--- config.mk ---
export PLATFORM = sky130hd
export DESIGN_NAME = opm_top
export DESIGN_NICKNAME = d
export VERILOG_FILES = /design/src/hw/opm_pkg.sv /design/src/hw/opm_bus_if.sv /design/src/hw/opm_reg_block.sv /design/src/hw/opm_timer.sv /design/src/hw/opm_timing_gen.sv /design/src/hw/opm_top.sv
export VERILOG_INCLUDE_DIRS = /design/src /design/src/hw
export SDC_FILE = /design/constraint.sdc
export NUM_CORES = 1
export LEC_CHECK = 0
export ABC_AREA = 1
export BUFFER_PORTS_ARGS = -buffer_cell sky130_fd_sc_hd__buf_2
export CAP_MARGIN = 25
export CORE_MARGIN = 8
export CORE_UTILIZATION = 55
export CTS_BUF_LIST = sky130_fd_sc_hd__clkbuf_2
export CTS_CLUSTER_DIAMETER = 30
export DETAILED_ROUTE_END_ITERATION = 16
export PLACE_DENSITY = 0.73
export SYNTH_ARGS = -nofsm -noshare
export SYNTH_HDL_FRONTEND = slang
export SYNTH_SLANG_ARGS = --single-unit
--- constraint.sdc ---
create_clock -name i_emuclk -period 2.9 [get_ports i_emuclk]
set_input_delay 0.435 -clock i_emuclk [delete_from_list [all_inputs] [get_ports i_emuclk]]
set_output_delay 0.435 -clock i_emuclk [all_outputs]
set_load 0.02 [all_outputs]
--- src/hw/opm_cfg.svh ---
`ifndef OPM_CFG_SVH
`define OPM_CFG_SVH

////////////////////
// frame structure
////////////////////

// slots in one sample frame
`define OPM_SLOTS       32

////////////////////
// timers
////////////////////

`define OPM_TMRA_W      10  // timer A, CLKA1 + CLKA2
`define OPM_TMRB_W      8   // timer B, CLKB
`define OPM_TMRB_DIV    16  // frames per timer B tick

////////////////////
// cpu bus
////////////////////

`define OPM_ADDR_W      8   // register address space
`define OPM_DATA_W      8   // bus data width

`endif

--- src/hw/opm_pkg.sv ---
`default_nettype none

`include "opm_cfg.svh"

package opm_pkg;

    // pins as seen after the sampling flops
    typedef struct packed {
        logic                   cs_n;
        logic                   rd_n;
        logic                   wr_n;
        logic                   a0;
        logic [`OPM_DATA_W-1:0] d;
    } opm_bus_t;

    // one register write, released at a frame boundary
    typedef struct packed {
        logic                   valid;
        logic [`OPM_ADDR_W-1:0] addr;
        logic [`OPM_DATA_W-1:0] data;
    } opm_wr_t;

    typedef struct packed {
        logic run;
        logic irq_en;
        logic flag_rst;     // single-cycle pulse
    } opm_tmr_ctrl_t;

    typedef enum logic [`OPM_ADDR_W-1:0] {
        REG_CLKA_HI  = 'h10,    // CLKA bits 9..2
        REG_CLKA_LO  = 'h11,    // CLKA bits 1..0
        REG_CLKB     = 'h12,
        REG_TMR_CTRL = 'h14,
        REG_CT       = 'h1B
    } opm_reg_addr_e;

    typedef enum logic {
        IDLE    = 1'b0,
        PENDING = 1'b1
    } opm_wr_state_e;

endpackage

`default_nettype wire

--- src/hw/opm_bus_if.sv ---
`timescale 1ns/1ps
`default_nettype none

`include "opm_cfg.svh"

module opm_bus_if (
    input  logic                   i_emuclk,
    input  logic                   i_rst_n,
    input  opm_pkg::opm_bus_t      i_bus,
    input  logic                   i_frame_tick,
    input  logic                   i_flag_a,
    input  logic                   i_flag_b,
    output opm_pkg::opm_wr_t       o_wr,
    output logic [`OPM_DATA_W-1:0] o_d,
    output logic                   o_d_oe
);

    localparam opm_pkg::opm_bus_t BUS_IDLE = '{
        cs_n: 1'b1,
        rd_n: 1'b1,
        wr_n: 1'b1,
        a0:   1'b0,
        d:    '0
    };

    opm_pkg::opm_bus_t      bus_q1;
    opm_pkg::opm_bus_t      bus_q2;
    opm_pkg::opm_wr_state_e state;
    logic                   wr_fall;
    logic                   busy;
    logic                   wr_valid;
    logic [`OPM_ADDR_W-1:0] addr_lat;
    logic [`OPM_ADDR_W-1:0] pend_addr;
    logic [`OPM_DATA_W-1:0] data_lat;

    ////////////////////
    // strobe sampling
    ////////////////////

    always_ff @(posedge i_emuclk or negedge i_rst_n) begin
        if (!i_rst_n) begin
            bus_q1 <= BUS_IDLE;
            bus_q2 <= BUS_IDLE;
        end else begin
            bus_q1 <= i_bus;
            bus_q2 <= bus_q1;
        end
    end

    assign wr_fall = bus_q2.wr_n & ~bus_q1.wr_n & ~bus_q1.cs_n;

    ////////////////////
    // latches
    ////////////////////

    always_ff @(posedge i_emuclk) begin
        if (wr_fall && !bus_q1.a0) begin
            addr_lat <= bus_q1.d;
        end
        // a write made while busy is dropped
        if (wr_fall && bus_q1.a0 && state == opm_pkg::IDLE) begin
            pend_addr <= addr_lat;  // later address writes must not move it
            data_lat  <= bus_q1.d;
        end
    end

    // held until the next frame boundary
    always_ff @(posedge i_emuclk or negedge i_rst_n) begin
        if (!i_rst_n) begin
            state    <= opm_pkg::IDLE;
            wr_valid <= 1'b0;
        end else begin
            wr_valid <= 1'b0;
            case (state)
                opm_pkg::IDLE: begin
                    if (wr_fall && bus_q1.a0) begin
                        state <= opm_pkg::PENDING;
                    end
                end
                opm_pkg::PENDING: begin
                    if (i_frame_tick) begin
                        state    <= opm_pkg::IDLE;
                        wr_valid <= 1'b1;
                    end
                end
                default: state <= opm_pkg::IDLE;
            endcase
        end
    end

    assign busy = (state == opm_pkg::PENDING);

    assign o_wr.valid = wr_valid;
    assign o_wr.addr  = pend_addr;
    assign o_wr.data  = data_lat;

    // status byte
    assign o_d    = {busy, {(`OPM_DATA_W - 3){1'b0}}, i_flag_b, i_flag_a};
    assign o_d_oe = ~bus_q1.cs_n & ~bus_q1.rd_n;

    a_commit_single : assert property (
        @(posedge i_emuclk) disable iff (!i_rst_n)
        o_wr.valid |=> !o_wr.valid
    ) else $error("register write held for two cycles");

endmodule

`default_nettype wire

--- src/hw/opm_reg_block.sv ---
`timescale 1ns/1ps
`default_nettype none

`include "opm_cfg.svh"

module opm_reg_block (
    input  logic                   i_emuclk,
    input  logic                   i_rst_n,
    input  opm_pkg::opm_wr_t       i_wr,
    output logic [`OPM_TMRA_W-1:0] o_clka,
    output logic [`OPM_TMRB_W-1:0] o_clkb,
    output opm_pkg::opm_tmr_ctrl_t o_ctrl_a,
    output opm_pkg::opm_tmr_ctrl_t o_ctrl_b,
    output logic                   o_ct1,
    output logic                   o_ct2
);

    localparam int CLKA_LO_W = `OPM_TMRA_W - `OPM_DATA_W;

    opm_pkg::opm_reg_addr_e addr;
    logic [`OPM_DATA_W-1:0] clka_hi;
    logic [CLKA_LO_W-1:0]   clka_lo;
    logic [`OPM_TMRB_W-1:0] clkb;
    logic                   run_a;
    logic                   run_b;
    logic                   irq_en_a;
    logic                   irq_en_b;
    logic                   frst_a;
    logic                   frst_b;

    assign addr = opm_pkg::opm_reg_addr_e'(i_wr.addr);

    ////////////////////
    // register decode
    ////////////////////

    always_ff @(posedge i_emuclk or negedge i_rst_n) begin
        if (!i_rst_n) begin
            clka_hi  <= '0;
            clka_lo  <= '0;
            clkb     <= '0;
            run_a    <= 1'b0;
            run_b    <= 1'b0;
            irq_en_a <= 1'b0;
            irq_en_b <= 1'b0;
            frst_a   <= 1'b0;
            frst_b   <= 1'b0;
            o_ct1    <= 1'b0;
            o_ct2    <= 1'b0;
        end else begin
            frst_a <= 1'b0;     // flag resets last one cycle
            frst_b <= 1'b0;
            if (i_wr.valid) begin
                case (addr)
                    opm_pkg::REG_CLKA_HI: clka_hi <= i_wr.data;
                    opm_pkg::REG_CLKA_LO: clka_lo <= i_wr.data[CLKA_LO_W-1:0];
                    opm_pkg::REG_CLKB:    clkb    <= i_wr.data[`OPM_TMRB_W-1:0];
                    opm_pkg::REG_TMR_CTRL: begin
                        run_a    <= i_wr.data[0];
                        run_b    <= i_wr.data[1];
                        irq_en_a <= i_wr.data[2];
                        irq_en_b <= i_wr.data[3];
                        frst_a   <= i_wr.data[4];
                        frst_b   <= i_wr.data[5];
                    end
                    opm_pkg::REG_CT: begin
                        o_ct2 <= i_wr.data[7];  // pin 8
                        o_ct1 <= i_wr.data[6];  // pin 9
                    end
                    default: begin
                    end
                endcase
            end
        end
    end

    ////////////////////
    // outputs
    ////////////////////

    // 0x10 is the high part of CLKA
    assign o_clka = {clka_hi, clka_lo};
    assign o_clkb = clkb;

    assign o_ctrl_a = '{run: run_a, irq_en: irq_en_a, flag_rst: frst_a};
    assign o_ctrl_b = '{run: run_b, irq_en: irq_en_b, flag_rst: frst_b};

endmodule

`default_nettype wire

--- src/hw/opm_timer.sv ---
`timescale 1ns/1ps
`default_nettype none

module opm_timer #(
    parameter int WIDTH = 10,
    parameter int DIV   = 1     // frames per count
) (
    input  logic                   i_emuclk,
    input  logic                   i_rst_n,
    input  logic                   i_frame_tick,
    input  logic [WIDTH-1:0]       i_preset,
    input  opm_pkg::opm_tmr_ctrl_t i_ctrl,
    output logic                   o_flag
);

    localparam int PSC_W = (DIV > 1) ? $clog2(DIV) : 1;

    logic [PSC_W-1:0] psc;
    logic             tick;
    logic             run_q;
    logic             counting;
    logic             load_pend;
    logic             ovfl;
    logic [WIDTH-1:0] cnt;

    ////////////////////
    // prescaler
    ////////////////////

    // free running, so the tick phase does not depend on run
    always_ff @(posedge i_emuclk or negedge i_rst_n) begin
        if (!i_rst_n) begin
            psc <= '0;
        end else if (i_frame_tick) begin
            if (psc == PSC_W'(DIV - 1)) begin
                psc <= '0;
            end else begin
                psc <= psc + 1'b1;
            end
        end
    end

    assign tick = i_frame_tick & (psc == PSC_W'(DIV - 1));

    ////////////////////
    // counter
    ////////////////////

    // skip the cycle where run rises
    assign counting = i_ctrl.run & run_q;
    assign ovfl     = tick & counting & ~load_pend & (&cnt);

    always_ff @(posedge i_emuclk or negedge i_rst_n) begin
        if (!i_rst_n) begin
            run_q     <= 1'b0;
            load_pend <= 1'b0;
            cnt       <= '0;
        end else begin
            run_q <= i_ctrl.run;
            if (!i_ctrl.run) begin
                load_pend <= 1'b0;
            end else if (!run_q) begin
                load_pend <= 1'b1;  // preset goes in on the next tick
            end else if (tick) begin
                load_pend <= 1'b0;
            end

            if (counting && tick) begin
                if (load_pend || (&cnt)) begin
                    cnt <= i_preset;
                end else begin
                    cnt <= cnt + 1'b1;
                end
            end
        end
    end

    ////////////////////
    // flag
    ////////////////////

    always_ff @(posedge i_emuclk or negedge i_rst_n) begin
        if (!i_rst_n) begin
            o_flag <= 1'b0;
        end else if (ovfl && i_ctrl.irq_en) begin
            o_flag <= 1'b1;
        end else if (i_ctrl.flag_rst) begin
            o_flag <= 1'b0;
        end
    end

    a_hold_when_stopped : assert property (
        @(posedge i_emuclk) disable iff (!i_rst_n)
        !i_ctrl.run |=> $stable(cnt)
    ) else $error("timer counter moved while stopped");

endmodule

`default_nettype wire

--- src/hw/opm_timing_gen.sv ---
`timescale 1ns/1ps
`default_nettype none

`include "opm_cfg.svh"

module opm_timing_gen (
    input  logic i_emuclk,
    input  logic i_arst_n,
    input  logic i_phim_pcen_n,     // active low
    output logic o_rst_n,
    output logic o_phi1,
    output logic o_phi1_en,
    output logic o_frame_tick
);

    localparam int SLOT_W = $clog2(`OPM_SLOTS);

    logic [1:0]        rst_sync;
    logic              phim_en;
    logic [SLOT_W-1:0] slot_cnt;

    ////////////////////
    // reset
    ////////////////////

    // async assert, release after two clocks
    always_ff @(posedge i_emuclk or negedge i_arst_n) begin
        if (!i_arst_n) begin
            rst_sync <= 2'b00;
        end else begin
            rst_sync <= {rst_sync[0], 1'b1};
        end
    end

    assign o_rst_n = rst_sync[1];

    ////////////////////
    // phi1
    ////////////////////

    assign phim_en = ~i_phim_pcen_n;

    always_ff @(posedge i_emuclk or negedge o_rst_n) begin
        if (!o_rst_n) begin
            o_phi1 <= 1'b0;
        end else if (phim_en) begin
            o_phi1 <= ~o_phi1;  // half rate of phiM
        end
    end

    // one enable per phi1 period, where phi1 falls
    assign o_phi1_en = phim_en & o_phi1;

    ////////////////////
    // slot counter
    ////////////////////

    always_ff @(posedge i_emuclk or negedge o_rst_n) begin
        if (!o_rst_n) begin
            slot_cnt <= '0;
        end else if (o_phi1_en) begin
            if (slot_cnt == SLOT_W'(`OPM_SLOTS - 1)) begin
                slot_cnt <= '0;
            end else begin
                slot_cnt <= slot_cnt + 1'b1;
            end
        end
    end

    // end of slot 31
    assign o_frame_tick = o_phi1_en & (slot_cnt == SLOT_W'(`OPM_SLOTS - 1));

    // frame boundary lines up with a phi1 falling edge
    a_tick_on_phi1_fall : assert property (
        @(posedge i_emuclk) disable iff (!o_rst_n)
        o_frame_tick |=> $fell(o_phi1)
    ) else $error("frame tick not at a phi1 fall");

endmodule

`default_nettype wire

--- src/hw/opm_top.sv ---
`timescale 1ns/1ps
`default_nettype none

`include "opm_cfg.svh"

module opm_top (
    input  logic                   i_emuclk,
    input  logic                   i_arst_n,
    input  logic                   i_phim_pcen_n,
    input  logic                   i_cs_n,
    input  logic                   i_rd_n,
    input  logic                   i_wr_n,
    input  logic                   i_a0,
    input  logic [`OPM_DATA_W-1:0] i_d,
    output logic [`OPM_DATA_W-1:0] o_d,
    output logic                   o_d_oe,
    output logic                   o_phi1,
    output logic                   o_ct1,
    output logic                   o_ct2,
    output logic                   o_irq_n
);

    opm_pkg::opm_bus_t      bus;
    opm_pkg::opm_wr_t       wr;
    opm_pkg::opm_tmr_ctrl_t ctrl_a;
    opm_pkg::opm_tmr_ctrl_t ctrl_b;
    logic                   rst_n;
    logic                   frame_tick;
    logic                   flag_a;
    logic                   flag_b;
    logic [`OPM_TMRA_W-1:0] clka;
    logic [`OPM_TMRB_W-1:0] clkb;

    assign bus = '{cs_n: i_cs_n, rd_n: i_rd_n, wr_n: i_wr_n, a0: i_a0, d: i_d};

    ////////////////////
    // blocks
    ////////////////////

    opm_timing_gen timing_gen_inst (
        .i_emuclk       (i_emuclk),
        .i_arst_n       (i_arst_n),
        .i_phim_pcen_n  (i_phim_pcen_n),
        .o_rst_n        (rst_n),
        .o_phi1         (o_phi1),
        .o_phi1_en      (),
        .o_frame_tick   (frame_tick)
    );

    opm_bus_if bus_if_inst (
        .i_emuclk       (i_emuclk),
        .i_rst_n        (rst_n),
        .i_bus          (bus),
        .i_frame_tick   (frame_tick),
        .i_flag_a       (flag_a),
        .i_flag_b       (flag_b),
        .o_wr           (wr),
        .o_d            (o_d),
        .o_d_oe         (o_d_oe)
    );

    opm_reg_block reg_block_inst (
        .i_emuclk       (i_emuclk),
        .i_rst_n        (rst_n),
        .i_wr           (wr),
        .o_clka         (clka),
        .o_clkb         (clkb),
        .o_ctrl_a       (ctrl_a),
        .o_ctrl_b       (ctrl_b),
        .o_ct1          (o_ct1),
        .o_ct2          (o_ct2)
    );

    // timer A counts every frame
    opm_timer #(
        .WIDTH          (`OPM_TMRA_W),
        .DIV            (1)
    ) timer_a_inst (
        .i_emuclk       (i_emuclk),
        .i_rst_n        (rst_n),
        .i_frame_tick   (frame_tick),
        .i_preset       (clka),
        .i_ctrl         (ctrl_a),
        .o_flag         (flag_a)
    );

    opm_timer #(
        .WIDTH          (`OPM_TMRB_W),
        .DIV            (`OPM_TMRB_DIV)
    ) timer_b_inst (
        .i_emuclk       (i_emuclk),
        .i_rst_n        (rst_n),
        .i_frame_tick   (frame_tick),
        .i_preset       (clkb),
        .i_ctrl         (ctrl_b),
        .o_flag         (flag_b)
    );

    ////////////////////
    // interrupt
    ////////////////////

    always_ff @(posedge i_emuclk or negedge rst_n) begin
        if (!rst_n) begin
            o_irq_n <= 1'b1;
        end else begin
            o_irq_n <= ~(flag_a | flag_b);  // open drain on the real part
        end
    end

endmodule

`default_nettype wire
==> flow_summary.json <==
{
  "finalSetupViolCount": 0,
  "drive_gt1_share_pct": 18.0,
  "finalMaxSlewViolations": 0,
  "syn2layout_area_growth_pct": 9.31,
  "grt.overflow.total": 0,
  "post_layout_nonfiller_instances": 604,
  "crit_type": "reg -> reg",
  "pwr_density_cell_mw_per_mm2": 504,
  "layout_commonest_cell": "nand2_1",
  "routed_wl_um": 7700,
  "setup_ws_ps": 1020,
  "grt_max_degree": 60,
  "path_max_fanout": 8,
  "synth_area_leaders": "dfrtp_1 41%, edfxtp_1 16%, nand2_1 12%, inv_1 4.5%, o21ai_2 3.5%",
  "required_ps": 3100,
  "start_util_pct": 55.4,
  "io_buffers": 22,
  "layout_common_cells": "139 x nand2_1, 72 x dfrtp_1, 53 x inv_1",
  "endpoint_kind": "flip-flop",
  "vias": 3017,
  "grt_util_met1_pct": 18.0,
  "track_usage_pct": 14.5,
  "maxCapViolations": 0,
  "clk_latency_ps": 560,
  "grt_pass1_wl_um": 13300,
  "gp_congestion": 0.806,
  "syn_area_sq_mm": 0.00446,
  "cts_tree": "built",
  "gr-max-usage-layer": "met2",
  "die_y_um": 106,
  "routedWlPerCell_um": 12.8,
  "numCtsBuffers": 9,
  "hpwl_um": 5450,
  "yosysTopAreaCell": "dfrtp_1",
  "use_met2_pct": 23.8,
  "post-place-ws_ps": 1020,
  "clkSinkCount": 102,
  "die_w_um": 106,
  "cp_slowest_cell": "dfstp_2",
  "multiInputGateArea_sq_mm": 0.00147,
  "status": "complete, no violations",
  "drtIter0Drc": 98,
  "post_cts_buffers": 0,
  "path_buf_inv": 0,
  "nets": 514,
  "cts_root_buf": "clkbuf_2",
  "holdBufCountCts": 13,
  "ir_drop_v": 0.000334,
  "p_leak_nw": 2.32,
  "crit_path_start_kind": "flip-flop",
  "synth_top_area_share_pct": 40.9,
  "use_met3_pct": 3.51,
  "tns_ps": 0,
  "max_slew_margin_pct": 57.1,
  "yosysUniqueCellTypes": 41,
  "seqCellArea_sq_mm": 0.00268,
  "path_depth": 2,
  "utilization_pct": 60.6,
  "antenna_found_initial": 0,
  "ys_ff_latch": 102,
  "hold_violations": 0,
  "fin_crit_ps": 1880,
  "period_share_pct": 64.9,
  "cp_top_family": "simple AND/OR/NAND/NOR gates",
  "row_count": 33,
  "ff2ff_path_depth": 2,
  "clockBufferDepth": 2,
  "viasPerCell": 5.00,
  "dp_cells": 575,
  "synthCells": 454,
  "syn_area_per_cell_sq_um": 9.83,
  "slowest_delay_ps": 580,
  "postCtsResizedCells": 0,
  "finalClockSkew_ps": 44.2,
  "yosys_warnings": 0,
  "htree_levels": 3,
  "clk_pin_slew_ps": 280,
  "rsz0062_at_grt": "false",
  "crit_arrival_ps": 2090,
  "worstPathCellList": "or3b_2 -> nor2_1",
  "boundaryPins": 28,
  "antenna_cells": 0,
  "core_area_sq_mm": 0.00805,
  "worst_pin_slew_ps": 641,
  "fmax_mhz": 532,
  "whs_ps": 71.3,
  "min_path_cells": 2,
  "drtPass1Iterations": 4,
  "num-fill-cells": 684,
  "drc": 0,
  "yosysSeqAreaShare_pct": 60.0,
  "die-area_sq_mm": 0.0113,
  "postRouteAntennaNets": 0,
  "grt_pass1_vias": 2934,
  "holdCritPathClass": "in -> reg"
}
## power by group
part / switching, mW / internal, mW
combinational: 0.137 / 0.0926
sequential: 0.0530 / 1.54
clock: 0.495 / 0.137
## cell type report
| type | count | share of cell area [%] |
|---|---|---|
| multi-input cells | 286 | 30.2 |
| clock inverters | 7 | 1.31 |
| flip-flops and latches | 102 | 55.0 |
| well taps | 105 | 2.69 |
| repair buffers | 37 | 5.49 |
| clock buffers | 9 | 0.924 |
| inverters | 58 | 4.46 |
## sequential cells by signal, indices dropped and copies added, names as in the netlist, 2 cells and up
signal / count
bus_if_inst.addr_lat: 8
bus_if_inst.bus_q1: 12
bus_if_inst.data_lat: 8
bus_if_inst.pend_addr: 8
reg_block_inst.clka_hi: 8
reg_block_inst.clka_lo: 2
reg_block_inst.o_clkb: 8
timer_a_inst.cnt: 10
timer_b_inst.cnt: 8
timer_b_inst.psc: 4
timing_gen_inst.rst_sync: 2
timing_gen_inst.slot_cnt: 5
## logic make-up after synthesis
family / synth area share, %
simple gates: 22.6
flops: 60.0
buf+inv: 7.32
compound gates: 7.26
xor+xnor: 1.18
fa+ha+maj: 1.40
other cells: 0.168
## stage by stage
stage          area [sq um]  total power [mW]
2_1_floorplan          4480              1.78
3_3_place_gp           4640              1.83
3_5_place_dp           4640              1.84
4_1_cts                4880              2.48
5_1_grt                4880              2.57
6_report               4880              2.46
## cells in the mapped netlist
cell,count
o21ai_1,2
dfstp_2,5
o21ai_0,17
a21oi_2,1
nor2_2,2
nand2_2,5
nor2_8,1
conb_1,2
edfxtp_1,24
nand2_1,139
nand4_1,6
buf_4,8
xnor2_1,3
inv_2,5
or2_4,1
or2_2,1
and3_1,1
o21a_1,1
nand3_2,1
inv_1,53
a31oi_1,1
ha_1,5
nor2_4,4
o22ai_1,2
a21boi_0,2
nand3b_1,1
nand2_4,2
a21oi_1,1
or3b_2,1
buf_6,3
dfrtp_1,73
o21bai_1,1
buf_8,1
o21ai_2,18
nor3_4,1
o221ai_1,1
nor2_1,24
nand3_1,28
xor2_1,3
nor3_1,3
nor3_2,1
## metal layers
| metal | part of all wire [%] | vias up | wire length [um] |
|---|---|---|---|
| li1 | - | 1515 | - |
| met5 | 0 | - | 0 |
| met3 | 3.7 | 13 | 288 |
| met1 | 46 | 1447 | 3550 |
| met4 | 1.5 | 0 | 114 |
| met2 | 49 | 42 | 3750 |
## final timing paths
| path | end | slack [ps] | from |
|---|---|---|---|
| hold / removal | timing_gen_inst.o_phi1 | 70 | i_phim_pcen_n |
| max in group asynchronous | o_irq_n | 2020 | timing_gen_inst.rst_sync[1] |
| hold reg to reg | bus_if_inst.bus_q1[0] | 190 | timing_gen_inst.rst_sync[1] |
| setup / recovery | bus_if_inst.addr_lat[3] | 1020 | bus_if_inst.bus_q2[9] |
| setup reg to reg | bus_if_inst.addr_lat[3] | 1020 | bus_if_inst.bus_q2[9] |
| min in group asynchronous | timing_gen_inst.rst_sync[1] | 160 | i_arst_n |
Power figures use the tool's default switching activity.
